===== src/axi_sys_pkg.sv =====
// shared widths, bank map, response codes and payload structs; referenced by scoped name
`default_nettype none

package axi_sys_pkg;

  // --------------------------------------------------
  // bus widths
  // --------------------------------------------------
  localparam int DATA_WIDTH = 64;
  localparam int STRB_WIDTH = DATA_WIDTH / 8;                      // one strobe per byte
  localparam int ADDR_WIDTH = 32;

  // --------------------------------------------------
  // bank geometry, interleaved on 64-bit words
  // --------------------------------------------------
  localparam int NUM_BANKS       = 4;
  localparam int BANK_SEL_LSB    = 3;                              // bank index at addr[4:3]
  localparam int BANK_SEL_WIDTH  = $clog2(NUM_BANKS);
  localparam int BANK_DEPTH      = 64;
  localparam int BANK_ADDR_WIDTH = $clog2(BANK_DEPTH);
  localparam int BANK_ADDR_LSB   = BANK_SEL_LSB + BANK_SEL_WIDTH;  // word index at addr[10:5]
  localparam int MEM_BYTES       = 2048;
  localparam int MEM_ADDR_BITS   = $clog2(MEM_BYTES);              // any bit above this is out of range

  // --------------------------------------------------
  // response codes
  // --------------------------------------------------
  localparam logic [1:0] RESP_OKAY   = 2'b00;
  localparam logic [1:0] RESP_SLVERR = 2'b10;

  // read response payload
  typedef struct packed {
    logic [DATA_WIDTH-1:0] data;
    logic [1:0]            resp;
  } r_payload_t;

  // write response payload
  typedef struct packed {
    logic [1:0] resp;
  } b_payload_t;

endpackage

`default_nettype wire


===== src/axi_resp_select.sv =====
// one-hot merge of per-bank response channels; payload type set per instance
`timescale 1ns/10ps
`default_nettype none

module axi_resp_select #(
  parameter type payload_t = axi_sys_pkg::b_payload_t
) (
  input  wire      [axi_sys_pkg::NUM_BANKS-1:0] i_valid,
  input  payload_t [axi_sys_pkg::NUM_BANKS-1:0] i_payload,
  output logic                                  o_valid,
  output payload_t                              o_payload
);

  // at most one bank answers at a time
  always_comb begin
    o_payload = '0;
    for (int i = 0; i < axi_sys_pkg::NUM_BANKS; i++) begin
      if (i_valid[i]) o_payload = i_payload[i];
    end
  end

  assign o_valid = |i_valid;

endmodule

`default_nettype wire


===== config.mk =====
export PLATFORM = sky130hd
export DESIGN_NAME = axi_resp_select
export DESIGN_NICKNAME = d
export VERILOG_FILES = /design/src/axi_sys_pkg.sv /design/src/axi_resp_select.sv
export SDC_FILE = /design/constraint.sdc
export NUM_CORES = 1
export LEC_CHECK = 0
export ABC_CLOCK_PERIOD_IN_PS = 800
export BUFFER_PORTS_ARGS = -buffer_cell sky130_fd_sc_hd__buf_2
export CORE_AREA = 2 2 39 41
export DETAILED_ROUTE_END_ITERATION = 8
export DIE_AREA = 0 0 41 43
export PLACE_DENSITY_LB_ADDON = 0.08
export SKIP_LAST_GASP = 1
export SYNTH_ARGS = -nofsm -noshare
export SYNTH_HDL_FRONTEND = slang
export SYNTH_SLANG_ARGS = --single-unit

===== constraint.sdc =====
create_clock -name vclk -period 0.8
set_input_delay 0.04 -clock vclk [all_inputs]
set_output_delay 0.04 -clock vclk [all_outputs]
set_load 0.05 [all_outputs]

---- Yosys cells after proc, flatten, opt, wreduce, memory -nomap -nowiden ----
Index checks and enable logic that the tools add are counted.
operators by class
  add/sub/neg operators ................... 0
  multipliers ............................. 0
  divide/modulo/power cells ............... 0
  $lt $le $gt $ge ......................... 0
  equality and inequality tests ........... 0
  shifts and indexed selects .............. 0
  muxes and demuxes ....................... 4
  bitwise gates (word level) .............. 0
  reduce and logical (&&, ||, !) cells .... 1
operators by type and width
  kind             count
  $mux 2           4
  $reduce_or 4->1  1
word-level totals
  register bits ........................... 0
  latch bits .............................. 0
  memory bits (writable) .................. 0
  ROM bits ................................ 0
  output and inout bits ................... 3
  logic and storage cells ................. 5
  memories kept ........................... 0

---- Logic depth before layout (Yosys ltp) ----
  depth in word-level cells ............... 4
  depth in mapped cells ................... 2
  mapped depth without buffers ............ 2

---- Worst setup path before layout ----
Ideal clock, no wire load.
  path kind ............................... input port to output port
  from .................................... input port i_valid[1] (netlist name)
  to ...................................... output port o_payload[0] (netlist name)
  data arrival time ....................... 1428 ps
  data required time ...................... 760 ps
  slack ................................... -668 ps
  stages .................................. 2
  cell sequence ........................... nand3b_1 -> a221oi_1
RTL lines
  item         line                   text
  from (decl)  axi_resp_select.sv:8   input wire [axi_sys_pkg::NUM_BANKS-1:0] i_valid,
  to (decl)    axi_resp_select.sv:11  output payload_t o_payload

---- Worst setup path in the final report ----
  from .................................... input port i_valid[1] (netlist name)
  to ...................................... output port o_valid
between the ends
  word-level cells in the longest chain between the ends .. 1
ends and longest elaborated chain
  item             line                   text
  $reduce_or 4->1  axi_resp_select.sv:22  assign o_valid = |i_valid;
  to (decl)        axi_resp_select.sv:10  output logic o_valid,
Every way passes these cells.

==> summary.json <==
{
  "global_routing": {
    "grt_most_used_layer": "met2",
    "largest_net_degree_at_the_start_of_global_routing": 8,
    "grtUsageMet2_pct": 10.3,
    "use_met3_pct": 0,
    "gr-usage-all-layers_pct": 5.40,
    "global_route_wire_length_before_repair_um": 703,
    "first_global_vias": 177,
    "grt_use_met1_pct": 6.67,
    "grt_antenna_before_repair": 0,
    "gr-total-overflow": 0
  },
  "sta": {
    "final_setup_violating_endpoints": 3,
    "normalized_max_slew_margin_pct": 76.6,
    "final.setup.tns_ns": -0.148,
    "final_critical_path_share_of_the_clock_period_pct": 110,
    "final.hold.worst_slack_ns": 0.415,
    "timing.final.ws_setup_ns": -0.0816,
    "tightest_pin_transition_ns": 0.350,
    "drv_slew": 0,
    "timing_hold_violations_final": 0,
    "rsz0062_at_grt": "true",
    "finalCriticalPeriod_ns": 0.882,
    "max_clk_rate_mhz": 1130
  },
  "yosys": {
    "synth-compound-area-share_pct": 39.7,
    "synthesis.instances": 11,
    "synthSimpleGateAreaFrac_pct": 55.6,
    "yosys_warning_count": 0,
    "synthesis.nets": 23,
    "netlist_top_cells_area": "sky130_fd_sc_hd__a211oi_1 29%, sky130_fd_sc_hd__nand3b_1 19%, sky130_fd_sc_hd__nor3b_1 19%",
    "synthesis.area_um2": 78.8,
    "yosys.area_share.adder_pct": 0,
    "synth_common_cells": "3 x sky130_fd_sc_hd__a211oi_1, 2 x sky130_fd_sc_hd__nand3b_1, 2 x sky130_fd_sc_hd__nor3b_1",
    "yosys.area_share.xor_xnor_pct": 0,
    "synth_top_family_by_area": "simple AND/OR/NAND/NOR gates",
    "dominant_cell_by_count_in_the_synthesized_netlist": "sky130_fd_sc_hd__a211oi_1",
    "post-synth-top-area-fraction_pct": 28.6,
    "synth_mux_area_share_pct": 0,
    "postSynthAreaPerCell_um2": 7.17,
    "synth.yosys.seq_area_share_pct": 0,
    "yosysTopAreaCell": "sky130_fd_sc_hd__a211oi_1",
    "netlist-cell-type-count": 7
  },
  "setup_path": {
    "timing.critical_path.to_type": "primary output",
    "start_kind": "input port",
    "timing.critical_path.required_ns": 0.76,
    "worst-setup-path-type": "input port to primary output",
    "worstPathMaxFanout": 5,
    "critical_path_arrival_ns": 0.84
  },
  "floorplanning": {
    "std_cell_rows": 14,
    "chip_width_um": 41,
    "design.portCount": 15,
    "core_region_area_um2": 1380,
    "die_height_um": 43,
    "die_footprint_um2": 1760,
    "floorplan.initialDensity_pct": 5.70
  },
  "status": {
    "run_status": "complete, but fails checks",
    "violations": "setup timing"
  },
  "finish": {
    "drive_above_1_share_pct": 79.3,
    "area.growth.synth_to_final_pct": 257,
    "design.seq.count": 0,
    "utilization_of_the_core_after_routing_pct": 20.3,
    "num-nets-final": 43,
    "fill_cells": 163,
    "diodes": 0,
    "layout_cell_area_excl_fill_um2": 282,
    "count_of_placed_standard_cells_in_the_final_layout_fillers_left_out": 45,
    "layout.clock_buffers": 0,
    "register_area_um2": 0
  },
  "pwr": {
    "static-leakage-power_nw": 0.118,
    "total_design_power_uw": 176,
    "worst_ir_drop_vdd_uv": 205,
    "p_per_area_nw_per_um2": 627
  },
  "placement": {
    "place.port_buffers": 15,
    "postPlaceCellArea_um2": 223,
    "dp_hpwl_um": 387,
    "preCtsSetupSlack_ns": -0.143,
    "cell_count_post_placement": 44,
    "place_congestion": 0.582
  },
  "drt": {
    "avgViaCountPerCell": 3.73,
    "drt_pre_antenna_iters": 2,
    "drt_wl_total_um": 443,
    "drtIter0Drc": 1,
    "post_drt_wl_per_cell_um": 9.84,
    "routed-via-count": 168,
    "drc_errors": 0,
    "ant_nets": 0
  },
  "worst_hold_path": {
    "hold_worst_path_end": "o_valid",
    "hold_path.class": "input port to primary output",
    "min_from": "i_valid[2]",
    "hold-path-cell-count": 3
  },
  "run": {
    "maxCapViolations": 0
  },
  "clocking": {
    "ctsHoldBuffers": 0
  }
}
## timing repair
item	in CTS	in global routing
buffers inserted	1	0
resized for setup	14	1
gates cloned	0	0
setup endpoints to repair	3	3
pin swaps	2	2
## power by group
group	internal, mW	switching (mW)	total [mW]	leakage [nW]
Clock	0	0	0	0
Combinational	0.0883	0.0882	0.176	0.118
Sequential	0	0	0	0
Total	0.0883	0.0882	0.176	0.118
## critical path: stages
cell and delay [ns]:
sky130_fd_sc_hd__buf_8 0.10, sky130_fd_sc_hd__or4_4 0.53, sky130_fd_sc_hd__buf_8 0.17
## worst max-delay path by stage
stage | start | to | slack, ns
CTS | i_valid[2] | o_valid | -0.09
finish | i_valid[1] | o_valid | -0.08
detailed placement | i_valid[2] | o_payload[0] | -0.14
global route | i_valid[1] | o_valid | -0.09
global placement | i_valid[2] | o_payload[0] | -0.14
floorplan | i_valid[1] | o_payload[0] | -0.01
## metal layers
metal	routed length [um]	vias up	share of wire, %
li1	-	83	-
met1	175	74	40
met2	202	11	46
met3	65	0	15
met4	0	0	0
met5	0	-	0
## cell type report
| class | count | area (um2) | share of cell area, % |
|---|---|---|---|
| Inverter | 1 | 3.75 | 1.33 |
| Multi-Input combinational cell | 10 | 119 | 42.2 |
| Tap cell | 16 | 20.0 | 7.11 |
| Timing Repair Buffer | 18 | 139 | 49.3 |
## layout by cell type, fill, tap and decap left out, drive strengths merged
cell,instances
a221oi,1
a211oi,3
nand3b,2
nor3b,2
inv,1
nor2b,1
buf,18
or4,1
## kinds of logic (layout without fill, tap and decap cells)
group	count (synthesis)	after routing
simple gates	6	6
buf+inv	1	19
compound gates	4	4
Note: power is estimated with default switching activity, not from simulation.
