$ cat src/axi_sys_pkg.sv
// shared widths, bank map, response codes and payload structs; referenced by scoped name
`default_nettype none

package axi_sys_pkg;

  // --------------------------------------------------
  // bus widths
  // --------------------------------------------------
  localparam int DATA_WIDTH = 64;
  localparam int STRB_WIDTH = DATA_WIDTH / 8;                      // one strobe per byte
  localparam int ADDR_WIDTH = 32;

  // --------------------------------------------------
  // bank geometry, interleaved on 64-bit words
  // --------------------------------------------------
  localparam int NUM_BANKS       = 4;
  localparam int BANK_SEL_LSB    = 3;                              // bank index at addr[4:3]
  localparam int BANK_SEL_WIDTH  = $clog2(NUM_BANKS);
  localparam int BANK_DEPTH      = 64;
  localparam int BANK_ADDR_WIDTH = $clog2(BANK_DEPTH);
  localparam int BANK_ADDR_LSB   = BANK_SEL_LSB + BANK_SEL_WIDTH;  // word index at addr[10:5]
  localparam int MEM_BYTES       = 2048;
  localparam int MEM_ADDR_BITS   = $clog2(MEM_BYTES);              // any bit above this is out of range

  // --------------------------------------------------
  // response codes
  // --------------------------------------------------
  localparam logic [1:0] RESP_OKAY   = 2'b00;
  localparam logic [1:0] RESP_SLVERR = 2'b10;

  // read response payload
  typedef struct packed {
    logic [DATA_WIDTH-1:0] data;
    logic [1:0]            resp;
  } r_payload_t;

  // write response payload
  typedef struct packed {
    logic [1:0] resp;
  } b_payload_t;

endpackage

`default_nettype wire

$ cat src/axi_bank_decoder.sv
// steers AW, W and AR valids to the addressed bank and returns that bank's readies
`timescale 1ns/10ps
`default_nettype none

module axi_bank_decoder (
  input  wire  [axi_sys_pkg::ADDR_WIDTH-1:0] i_awaddr,
  input  wire                                i_awvalid,
  output logic                               o_awready,
  input  wire                                i_wvalid,
  output logic                               o_wready,
  input  wire  [axi_sys_pkg::ADDR_WIDTH-1:0] i_araddr,
  input  wire                                i_arvalid,
  output logic                               o_arready,
  output logic [axi_sys_pkg::NUM_BANKS-1:0]  o_bank_awvalid,
  output logic [axi_sys_pkg::NUM_BANKS-1:0]  o_bank_wvalid,
  output logic [axi_sys_pkg::NUM_BANKS-1:0]  o_bank_arvalid,
  input  wire  [axi_sys_pkg::NUM_BANKS-1:0]  i_bank_awready,
  input  wire  [axi_sys_pkg::NUM_BANKS-1:0]  i_bank_wready,
  input  wire  [axi_sys_pkg::NUM_BANKS-1:0]  i_bank_arready
);

  logic [axi_sys_pkg::BANK_SEL_WIDTH-1:0] aw_sel;  // W rides on the AW index
  logic [axi_sys_pkg::BANK_SEL_WIDTH-1:0] ar_sel;

  assign aw_sel = i_awaddr[axi_sys_pkg::BANK_SEL_LSB +: axi_sys_pkg::BANK_SEL_WIDTH];
  assign ar_sel = i_araddr[axi_sys_pkg::BANK_SEL_LSB +: axi_sys_pkg::BANK_SEL_WIDTH];

  // --------------------------------------------------
  // valid steering
  // --------------------------------------------------
  always_comb begin
    o_bank_awvalid         = '0;
    o_bank_wvalid          = '0;
    o_bank_arvalid         = '0;
    o_bank_awvalid[aw_sel] = i_awvalid;
    o_bank_wvalid[aw_sel]  = i_wvalid;
    o_bank_arvalid[ar_sel] = i_arvalid;
  end

  // ready return from the selected bank
  assign o_awready = i_bank_awready[aw_sel];
  assign o_wready  = i_bank_wready[aw_sel];
  assign o_arready = i_bank_arready[ar_sel];

endmodule

`default_nettype wire

$ cat config.mk
export PLATFORM = sky130hd
export DESIGN_NAME = axi_bank_decoder
export DESIGN_NICKNAME = d
export VERILOG_FILES = /design/src/axi_sys_pkg.sv /design/src/axi_bank_decoder.sv
export SDC_FILE = /design/constraint.sdc
export NUM_CORES = 1
export LEC_CHECK = 0
export ABC_AREA = 1
export BUFFER_PORTS_ARGS = -buffer_cell sky130_fd_sc_hd__buf_2
export CORE_MARGIN = 2
export CORE_UTILIZATION = 14
export DETAILED_ROUTE_END_ITERATION = 10
export PLACE_DENSITY_LB_ADDON = 0.08
export SYNTH_ARGS = -nofsm -noshare
export SYNTH_HDL_FRONTEND = slang
export SYNTH_SLANG_ARGS = --single-unit
$ cat constraint.sdc
create_clock -name vclk -period 0.8
set_input_delay 0.16 -clock vclk [all_inputs]
set_output_delay 0.16 -clock vclk [all_outputs]
set_load 0.01 [all_outputs]
### After elaboration in Yosys (flattened, before gate mapping)

Cells that the tools add are included.

* register bits after elaboration: 0
* input port bits: 79
* output and inout port bits: 15
* logic and storage cells: 19

* $lt $le $gt $ge: 4
* multiplexer cells: 10
* bitwise logic cells: 3
* reductions and logical operators: 2

Operators with widths (count)
* 4-bit AND: 3
* 1-bit binary-select mux with 2-bit select: 3
* 2-bit by 3-bit < comparator with 1-bit output, second input constant: 2
* 1-bit 2-to-1 mux: 5
* 1-bit demux with 2-bit select: 2
* 2-bit by 1-bit greater-or-equal comparator with 1-bit output, second input constant: 2
* 1-bit logical AND: 2

### Depth between registers and ports, before layout

* depth after elaboration: 5
* gate-level depth with buffers: 5

### Worst setup path after synthesis

Ideal clock, no wire load.

* path kind: input -> output
* start: input i_arvalid
* end: output o_bank_arvalid[3] in the netlist's numbering
* arrival: 0.520 ns
* setup slack: 0.120 ns
* cell stages on the path: 2
* cells stage by stage: inv_1 -> nor3_1

* longest elaborated chain between the ends: 1

Ends and longest elaborated chain
* start: declaration: line axi_bank_decoder.sv:12 `input wire i_arvalid,`
* 4-bit AND (no source line)
* end: declaration: line axi_bank_decoder.sv:16 `output logic [axi_sys_pkg::NUM_BANKS-1:0] o_bank_arvalid,`

Every way passes these cells.

### Final worst setup path

* start: input i_awaddr[3] in the netlist's numbering
* end: output o_awready

* longest elaborated chain between the ends: 2

Ends and longest elaborated chain
* start: declaration: line axi_bank_decoder.sv:6 `input wire [axi_sys_pkg::ADDR_WIDTH-1:0] i_awaddr,`
* 1-bit binary-select mux with 2-bit select: line axi_bank_decoder.sv:41 `assign o_awready = i_bank_awready[aw_sel];`
* 1-bit 2-to-1 mux (implied by the code): line axi_bank_decoder.sv:41
* end: declaration: line axi_bank_decoder.sv:8 `output logic o_awready,`

Every way passes these cells. The select of a mux whose other input is x is not followed.

==> run summary <==
Status - finished, violations left
Failing checks - setup timing
Type of the worst setup path - in2out
Largest fanout on the critical path - 6
Syn_area_per_cell - 3.85 um2
Leak - 0.332 nW
Internal Pwr Total - 130 uW
Port Buffers - 34
Yosys synthesis warning count - 0
Max VDD drop - 182 uV
PD cells - 503 mW/mm2
Post-synth top cells - 31 x nand2_1, 8 x nor2_1, 6 x inv_1
Most common cell in the netlist - nand2_1
Initial core utilization - 14.8%
Post-DP HPWL - 685 um
Final max-slew violation count - 0
Synth area leaders - nand2_1 60%, nor2_1 16%, inv_1 12%
Total Wirelength - 804 um
Final #Nets - 167
Tot Pwr - 261 uW
Sequential cells - 0
Global-route usage over all layers - 8.08%
Minimum clock period - 810 ps
Area grow syn2layout - 169%
DR vias - 392
Share of total power in the clock network - 0%
RD Place Congestion - 0.619
Fmax - 1230 MHz
# rows - 13
Worst EP required - 640 ps
Max cap viols - 0
Slew HR - 92.4%
Sequential cell area - 0 um2
Net Sw Frac - 50.3%
Hold Crit Class - in2out
Synthesized instance count - 50
RSZ-0062 raised after global routing - yes
Die W - 41.1 um
Fin. Hold Viols - 0
Most frequent CP cell - nand2_1
Initial antenna violation count - 0
Synth top area share - 60.4%
Final number of setup-violating endpoints - 1
DR vias/cell - 3.88
First-pass GRT wire length - 972 um
CP Capture Type - output pin
Synth Cell Area - 193 um2
Startpoint Class - input port
Largest net degree at the start of global routing - 7
Combinational share of power - 100.0%
Syn nets - 129
Top Ports - 94
Vias in the first global route - 236
Hold_buf cts - 0
Critical path data arrival time - 650 ps
Setup ws final - -10.0 ps
Routed len/inst - 7.96 um
Critical Path Start - i_awaddr[3]
First DRT Iteration DRCs - 0
Post-route ant nets - 0
Final Cycle Share - 101%
Die Y - 41.1 um
CORE AREA - 0.00130 mm2
Post-synthesis sequential area ratio - 0%
Die ar. - 0.00169 mm2
Diodes inserted - 0
Measured slew at the worst slew-check pin - 114 ps
Critical-path top delay cell - buf_2
CP peak stage delay - 120 ps
Synth cell types - 5
Hold path startpoint - i_araddr[3]
Power share of the sequential group - 0%
CP Cell Sequence - buf_12, clkinv_8, nand2_1, nand2_1, nand2_1, nand2_1, buf_2
Drt drc - 0
Fraction of layout cells with a size suffix above 1 - 62.8%
Remaining Overflow, GRT - 0
Clk_buf instances - 0
Switching pwr - 131 uW
Drt pass-1 iters - 1
Area leader, netlist - nand2_1
Hold WS - 588 ps
Number of setup buffers added after CTS - 0
cells in the final DEF, fill, tap and decap left out, drive strengths merged:
master  instances
buf            36
nand2          31
nor2            8
inv             5
nor3            4
clkinv          2
metal layers:
layer,vias up,global-route usage (%),part of all wire [%]
met5,-,0,0
li1,221,-,-
met2,18,14.5,50
met3,0,0,9.2
met1,153,11.4,40
met4,0,0,0
what timing repair did:
| action | 4_1_cts | 5_1_grt |
|---|---|---|
| setup endpoints to repair | 13 | 15 |
| pin swaps | 4 | 8 |
| endpoints found under the hold margin | 0 | 0 |
| gates cloned | 0 | 0 |
| gates resized for setup | 16 | 24 |
cell type report:
class	count	area, um2
Inverter	7	53.8
Timing Repair Buffer	36	231
Tap cell	15	18.8
Multi-Input combinational cell	43	214
Fill cell	158	783
path summary, 6_finish.rpt:
check                            to  slack, ps  depth (start not counted)
setup / recovery          o_awready        -10                          7
hold / removal    o_bank_arvalid[0]        590                          3
stage by stage:
step                setup TNS, ps  utilization [%]  setup slack [ps]  instances  area (um2)
floorplan                       0                -               120         50         193
global placement             -957             30.5              -116        101         397
detailed placement           -866             30.5              -114        101         397
CTS                         -26.9             33.8             -16.1        101         439
global route                 -249             39.8             -49.0        101         518
finish                      -10.0             39.8             -10.0        101         518
worst max-delay path, delay by kind of cell:
kind                   cells  cell delay [ps]
buffers and inverters      3              290
AND/OR/NAND/NOR            4              200
kinds of logic (layout without fill, tap and decap cells):
group                  count (synthesis)  count (layout)  synth area share (%)
buffers and inverters                  7              43                  13.6
AND/OR/NAND/NOR                       43              43                  86.4
power groups by stage:
stage / Combinational, mW / Sequential [mW] / Clock, mW
after floorplan: 0.0910 / 0 / 0
after global placement: 0.202 / 0 / 0
after detailed placement: 0.199 / 0 / 0
after CTS: 0.225 / 0 / 0
after global routing: 0.290 / 0 / 0
final: 0.261 / 0 / 0
Note: power is estimated with default switching activity, not from simulation.
