## config.mk

```make
export PLATFORM = sky130hd
export DESIGN_NAME = axi_master_bridge
export DESIGN_NICKNAME = d
export VERILOG_FILES = /design/src/axi_sys_pkg.sv /design/src/axi_master_bridge.sv
export SDC_FILE = /design/constraint.sdc
export NUM_CORES = 1
export LEC_CHECK = 0
export BUFFER_PORTS_ARGS = -buffer_cell sky130_fd_sc_hd__buf_4
export CORE_AREA = 2 2 152 154
export CTS_BUF_LIST = sky130_fd_sc_hd__clkbuf_8
export CTS_CLUSTER_SIZE = 28
export DETAILED_ROUTE_END_ITERATION = 6
export DIE_AREA = 0 0 154 156
export SLEW_MARGIN = 30
export SYNTH_ARGS = -nofsm -noshare
export SYNTH_HDL_FRONTEND = slang
export SYNTH_SLANG_ARGS = --single-unit
```

## constraint.sdc

```tcl
create_clock -name i_aclk -period 8.7 [get_ports i_aclk]
set_input_delay 0.87 -clock i_aclk [delete_from_list [all_inputs] [get_ports i_aclk]]
set_output_delay 0.87 -clock i_aclk [all_outputs]
set_load 0.03 [all_outputs]
```

## src/axi_sys_pkg.sv

```systemverilog
// shared widths, bank map, response codes and payload structs; referenced by scoped name
`default_nettype none

package axi_sys_pkg;

  // --------------------------------------------------
  // bus widths
  // --------------------------------------------------
  localparam int DATA_WIDTH = 64;
  localparam int STRB_WIDTH = DATA_WIDTH / 8;                      // one strobe per byte
  localparam int ADDR_WIDTH = 32;

  // --------------------------------------------------
  // bank geometry, interleaved on 64-bit words
  // --------------------------------------------------
  localparam int NUM_BANKS       = 4;
  localparam int BANK_SEL_LSB    = 3;                              // bank index at addr[4:3]
  localparam int BANK_SEL_WIDTH  = $clog2(NUM_BANKS);
  localparam int BANK_DEPTH      = 64;
  localparam int BANK_ADDR_WIDTH = $clog2(BANK_DEPTH);
  localparam int BANK_ADDR_LSB   = BANK_SEL_LSB + BANK_SEL_WIDTH;  // word index at addr[10:5]
  localparam int MEM_BYTES       = 2048;
  localparam int MEM_ADDR_BITS   = $clog2(MEM_BYTES);              // any bit above this is out of range

  // --------------------------------------------------
  // response codes
  // --------------------------------------------------
  localparam logic [1:0] RESP_OKAY   = 2'b00;
  localparam logic [1:0] RESP_SLVERR = 2'b10;

  // read response payload
  typedef struct packed {
    logic [DATA_WIDTH-1:0] data;
    logic [1:0]            resp;
  } r_payload_t;

  // write response payload
  typedef struct packed {
    logic [1:0] resp;
  } b_payload_t;

endpackage

`default_nettype wire

```

## src/axi_master_bridge.sv

```systemverilog
// client request port to single-beat AXI master; one transaction in flight at a time
`timescale 1ns/10ps
`default_nettype none

module axi_master_bridge (
  input  wire                                   i_aclk,
  input  wire                                   i_reset,
  // client side
  input  wire                                   i_rw_req,
  input  wire                                   i_rw_wr,
  input  wire  [axi_sys_pkg::ADDR_WIDTH-1:0]    i_rw_addr,
  input  wire  [axi_sys_pkg::STRB_WIDTH-1:0]    i_rw_wstrb,
  input  wire  [axi_sys_pkg::DATA_WIDTH-1:0]    i_rw_wdata,
  output logic                                  o_rw_addr_ok,
  output logic                                  o_rw_data_ok,
  output logic [axi_sys_pkg::DATA_WIDTH-1:0]    o_rw_rdata,
  output logic                                  o_rw_err,
  // write address / data
  output logic [axi_sys_pkg::ADDR_WIDTH-1:0]    o_awaddr,
  output logic                                  o_awvalid,
  input  wire                                   i_awready,
  output logic [axi_sys_pkg::DATA_WIDTH-1:0]    o_wdata,
  output logic [axi_sys_pkg::STRB_WIDTH-1:0]    o_wstrb,
  output logic                                  o_wvalid,
  input  wire                                   i_wready,
  // write response
  input  wire  [1:0]                            i_bresp,
  input  wire                                   i_bvalid,
  output logic                                  o_bready,
  // read address / data
  output logic [axi_sys_pkg::ADDR_WIDTH-1:0]    o_araddr,
  output logic                                  o_arvalid,
  input  wire                                   i_arready,
  input  wire  [axi_sys_pkg::DATA_WIDTH-1:0]    i_rdata,
  input  wire  [1:0]                            i_rresp,
  input  wire                                   i_rvalid,
  output logic                                  o_rready
);

  typedef enum logic [2:0] {
    ST_IDLE,
    ST_WADDR,  // AW and W outstanding
    ST_WRESP,
    ST_RADDR,
    ST_RDATA
  } state_t;

  state_t                            state_q;
  logic                              aw_done_q;  // AW accepted, W may still be pending
  logic                              w_done_q;
  logic [axi_sys_pkg::ADDR_WIDTH-1:0] addr_q;
  logic [axi_sys_pkg::STRB_WIDTH-1:0] strb_q;
  logic [axi_sys_pkg::DATA_WIDTH-1:0] wdata_q;

  wire accept  = (state_q == ST_IDLE) && i_rw_req;
  wire aw_fire = o_awvalid && i_awready;
  wire w_fire  = o_wvalid && i_wready;
  wire b_fire  = o_bready && i_bvalid;
  wire ar_fire = o_arvalid && i_arready;
  wire r_fire  = o_rready && i_rvalid;
  wire aw_ok   = aw_done_q || aw_fire;
  wire w_ok    = w_done_q || w_fire;

  // --------------------------------------------------
  // control FSM
  // --------------------------------------------------
  always_ff @(posedge i_aclk) begin
    if (i_reset) begin
      state_q   <= ST_IDLE;
      aw_done_q <= 1'b0;
      w_done_q  <= 1'b0;
    end else begin
      case (state_q)
        ST_IDLE: begin
          if (i_rw_req) begin
            state_q <= i_rw_wr ? ST_WADDR : ST_RADDR;
          end
        end
        ST_WADDR: begin
          if (aw_ok && w_ok) begin
            state_q   <= ST_WRESP;
            aw_done_q <= 1'b0;
            w_done_q  <= 1'b0;
          end else begin
            aw_done_q <= aw_ok;  // remember whichever half went first
            w_done_q  <= w_ok;
          end
        end
        ST_WRESP: if (b_fire) state_q <= ST_IDLE;
        ST_RADDR: if (ar_fire) state_q <= ST_RDATA;
        ST_RDATA: if (r_fire) state_q <= ST_IDLE;
        default:  state_q <= ST_IDLE;
      endcase
    end
  end

  // request capture
  always_ff @(posedge i_aclk) begin
    if (accept) begin
      addr_q  <= i_rw_addr;
      strb_q  <= i_rw_wstrb;
      wdata_q <= i_rw_wdata;
    end
  end

  // --------------------------------------------------
  // AXI channel drive
  // --------------------------------------------------
  assign o_awaddr  = addr_q;
  assign o_awvalid = (state_q == ST_WADDR) && !aw_done_q;
  assign o_wdata   = wdata_q;
  assign o_wstrb   = strb_q;
  assign o_wvalid  = (state_q == ST_WADDR) && !w_done_q;
  assign o_bready  = (state_q == ST_WRESP);
  assign o_araddr  = addr_q;
  assign o_arvalid = (state_q == ST_RADDR);
  assign o_rready  = (state_q == ST_RDATA);

  // client handshake
  assign o_rw_addr_ok = accept;
  assign o_rw_data_ok = b_fire || r_fire;
  assign o_rw_rdata   = i_rdata;                   // valid with data_ok on reads
  assign o_rw_err     = (state_q == ST_RDATA) ? (i_rresp != axi_sys_pkg::RESP_OKAY)
                                              : (i_bresp != axi_sys_pkg::RESP_OKAY);

endmodule

`default_nettype wire

```

* After elaboration in Yosys (flattened, before gate mapping) *
Index checks and enable logic that the tools add are counted.

word-level totals
  flip-flop bits (word level) = 109
  latch bits = 0
  bits in writable memories = 0
  memory bits (read-only) = 0
  bits of input ports = 181
  output and inout port bits = 208
  word-level logic and storage cells = 43
  memories kept = 0

operators by class
  $add $sub $neg = 0
  multiply operators = 0
  divide/modulo/power cells = 0
  magnitude comparators = 0
  equal/unequal tests = 9
  shift-type cells = 0
  mux-type cells = 10
  bitwise operators = 0
  reductions and logical operators = 18

operators by type and width
  operator              count
  $mux W3               5
  $pmux W3 S5           1
  $logic_and A1 B1 Y1   9
  $eq A3 B2 Y1 const B  2
  $ne A2 B1 Y1 const B  3
  $reduce_and A5 Y1     1
  $ne A2 B2 Y1 const B  2
  $reduce_bool A2 Y1    2
  $eq A3 B1 Y1 const B  1
  $eq A3 B3 Y1 const B  1
  $logic_not A3 Y1      1
  $logic_or A1 B1 Y1    3
  $mux W1               3
  $logic_not A1 Y1      2
  $mux W2               1

* Depth between registers and ports, before layout *
  depth in word-level cells = 7
  gate-level depth with buffers = 5
  depth with buffers taken out = 4

* Worst setup path after synthesis *
No wires, ideal clock.

  path type = in2out
  start = input i_rw_req
  end = output o_rw_addr_ok
  data arrival time = 3.524 ns
  data required time = 7.830 ns
  path slack = 4.306 ns
  stages = 1
  buffers on the path = 0
  path through = and3_1

on the way
  word-level cells in the longest chain between the ends = 1

ends and longest elaborated chain
  what                 line                     text
  from (decl)          axi_master_bridge.sv:9   input wire i_rw_req,
  $logic_and A1 B1 Y1  axi_master_bridge.sv:55  wire accept = (state_q == ST_IDLE) && i_rw_req;
  to (decl)            axi_master_bridge.sv:14  output logic o_rw_addr_ok,

No other way between the ends.

* Worst setup path after layout *
  start = register state_q[2]
  end = output o_rw_addr_ok

on the way
  word-level cells in the longest chain between the ends = 2

ends and longest elaborated chain
  what                    line                     text
  from (decl)             axi_master_bridge.sv:48  state_t state_q;
  from (signal assigned)  axi_master_bridge.sv:76  state_q <= i_rw_wr ? ST_WADDR : ST_RADDR;
  $logic_not A3 Y1        axi_master_bridge.sv:55
  $logic_and A1 B1 Y1     axi_master_bridge.sv:55

No other way between the ends.

==> key figures <==
Status
  – Status: finished clean

STA
  – Fin Setup TNS: 0 ps
  – Skew final: 14.67 ps
  – Final Hold Fails: 0
  – Rel. slew slack: 47.48%
  – Tcrit/Tclk final: approximately a third
  – Slew at the pin closest to its max-slew limit: between 700 and 800 ps
  – Slew Viols, Final: 0
  – Setup-failing EPs final: 0
  – Fmax: 362.4 MHz
  – Unrepaired setup endpoints after global routing: false
  – Tmin final: 2759 ps

Setup path
  – Worst path depth: 3
  – CP top delay family: simple AND/OR/NAND/NOR gates
  – R2R Path End: o_wdata[38]
  – Worst EP required: roughly 7800 ps
  – Crit-path cells: nor2_1, and3_4, buf_4
  – Critical path type: reg -> out
  – Critical Path Start: state_q[2]
  – FF-to-FF Start: state_q[2]
  – Buf/Inv on CP: 1
  – Critical Path End: o_rw_addr_ok
  – Critical path data arrival time: 1890 ps
  – Reg-to-reg slack, setup: between 6000 and 7000 ps
  – Slowest Stage Delay on Critical Path: 620 ps
  – Critical path fanouts, max: 46
  – Worst Setup End Kind: primary output
  – Worst reg2reg path depth: 3
  – CP Launch Type: flop
  – Critical path's slowest cell: and3_4

GRT
  – Met3 Usage GRT: 4.472%
  – Global-route wire length before repair: approximately 16000 µm
  – Largest net degree at the start of global routing: 61
  – Number of global-route vias before repair: 2462
  – Tot GR Track Use: 9.398%
  – Congestion Overflow GR: 0
  – Global route hottest layer: met2
  – Initial antenna violation count: 0
  – Met1 GRT Util: 10.01%
  – Met2 Usage GRT: about 15%

Drt
  – Via density: around 3.6
  – Initial DRT Pass Iterations: 4
  – Routed len/inst: 17.21 µm
  – Vias post-DR: between 2000 and 3000
  – DRC Markers: 0
  – WL final: around 12000 µm
  – Antenna Violating Nets Remaining: 0
  – First DRT Iteration DRCs: 112

Placed design
  – Number of port buffers: 260
  – Post-Place Cell Area: 5762 µm²
  – Post-DP HPWL: roughly 9400 µm
  – Dpl cells: 693
  – Routability Congestion: 0.7276

Clocking
  – H-tree Lvls: 3
  – CTS Sinks: 109
  – Clock-pin slew on the worst setup and hold paths: 130 ps
  – CTS tree: done
  – Post-CTS setup buffer count: 0
  – Clock tree buffer depth: 2
  – CTS resizes: 0
  – Worst-skew pair later-pin latency: 390 ps
  – Clock root cell: clkbuf_8
  – CTS Buf Count: 9
  – Hold buffers post-CTS: 0

Final layout
  – # fillers: approximately 2300
  – Fin nets: 600
  – # diodes: 0
  – Area of the multi-input gates: 211.5 µm²
  – Design Area, Final: about 6000 µm²
  – Final cell count without fillers: 709
  – Flip-flop and latch area: 3223 µm²
  – Most common cell after layout, fill and taps aside: buf_4
  – Share of layout cells above drive strength 1: 66.04%
  – Commonest non-fill, non-tap cells in the layout: buf_4, edfxtp_1, nor2_1
  – P&R area growth vs syn: 43.45%

Synth
  – Yosys cell types: 23
  – Syn Nets: around 430
  – Post-synthesis async set-or-reset flop share: 0%
  – Sequential share of the synthesized area: just under 80%
  – Post-synthesis sequential element count: 109
  – YS warnings: 0
  – Primary FF master, synth: edfxtp_1
  – Mapped Cells: 244
  – EDFF count, synth: roughly 100
  – Mapped cell area: 4166 µm²
  – Syn avg cell area: 17.08 µm²

Hold path
  – HP Class: reg -> reg
  – Hold depth: 2
  – Worst hold start: w_done_q

Floorplan
  – Core Box Area: 22370 µm²
  – I/O pin count: about 390
  – Die X: 154 µm
  – Row count: between 50 and 60
  – Die height: 156 µm
  – Area of the die: 24020 µm²
  – Initial Util: about a fifth

Run
  – Max-Cap Viols: 0

Power and ir drop
  – Combinational share of power: between 20 and 25%
  – Switching power share of the total: 33.29%
  – Power per cell area: 220.4 nW/µm²
  – P_int: 0.8789 mW
  – Peak supply drop: 0.07031 mV
  – Sequential share of power: 50.4%
  – Design Power: roughly 1.3 mW
  – Leakage: around 2.5 nW
  – Clock share of power: 25.0%
  – P_sw: 0.4386 mW
[state kept, by name, indices dropped and copies added, names as in the netlist]
register	cells
o_wdata	64
o_araddr	32
o_wstrb	8
state_q	3
aw_done_q	1
w_done_q	1
[metal layers]
metal	vias to the layer above	part of all wire, %
met5	-	0
met4	0	3.1
met3	36	12
met2	185	49
met1	1187	36
li1	1126	-
[final cells by class]
type / instances / area share (%)
Timing Repair Buffer: 261 / 32.78
Clock inverter: 7 / 1.528
Sequential cell: 109 / 53.93
Tap cell: 285 / 5.966
Inverter: 3 / 0.1884
Clock buffer: 9 / 2.072
Multi-Input combinational cell: 35 / 3.538
[power groups by stage]
stage	Clock, mW	Combinational (mW)	Sequential [mW]
global route	0.368	0.338	0.670
global placement	0	0.326	0.676
floorplan	0	0.146	0.776
finish	0.329	0.324	0.665
detailed placement	0	0.328	0.677
CTS	0.354	0.328	0.666
[through the flow]
stage | setup WS (ps) | util, % | hold slack [ps]
3_5_place_dp | 5933 | 25.76 | 526.4
2_1_floorplan | 4306 | - | 485.2
3_3_place_gp | 5939 | 25.76 | 510.5
4_1_cts | 5883 | 26.72 | 549.8
6_report | 5941 | 26.72 | 543.0
5_1_grt | 5771 | 26.72 | 560.2
[tightest hold or removal path: stages (launching register included)]
cell and delay [ps]:
dfxtp_1 350, a21oi_1 110, nor3_1 50
[synthesized netlist by cell type, types with 2 or more instances]
cell / instances / area, µm²
or3_1: 2 / 12.51
inv_1: 3 / 11.26
dfxtp_1: 5 / 100.1
nor3_1: 6 / 30.03
nor2_1: 11 / 41.29
edfxtp_1: 104 / 3123
a21oi_1: 2 / 10.01
buf_4: 96 / 720.7
[cell families (layout without fill, tap and decap cells)]
kind of cell,Yosys count,after routing,share of synthesized area (%)
AOI/OAI and AO/OA,11,11,2.102
DFF,109,109,77.36
buffers and inverters,100,280,17.69
and+or+nand+nor,24,24,2.853
[worst min path at each step]
stage	endpoint
6_report	w_done_q
5_1_grt	w_done_q
4_1_cts	w_done_q
3_5_place_dp	w_done_q
3_3_place_gp	state_q[0]
2_1_floorplan	state_q[0]
No activity file was read; power rests on OpenSTA's default activity.
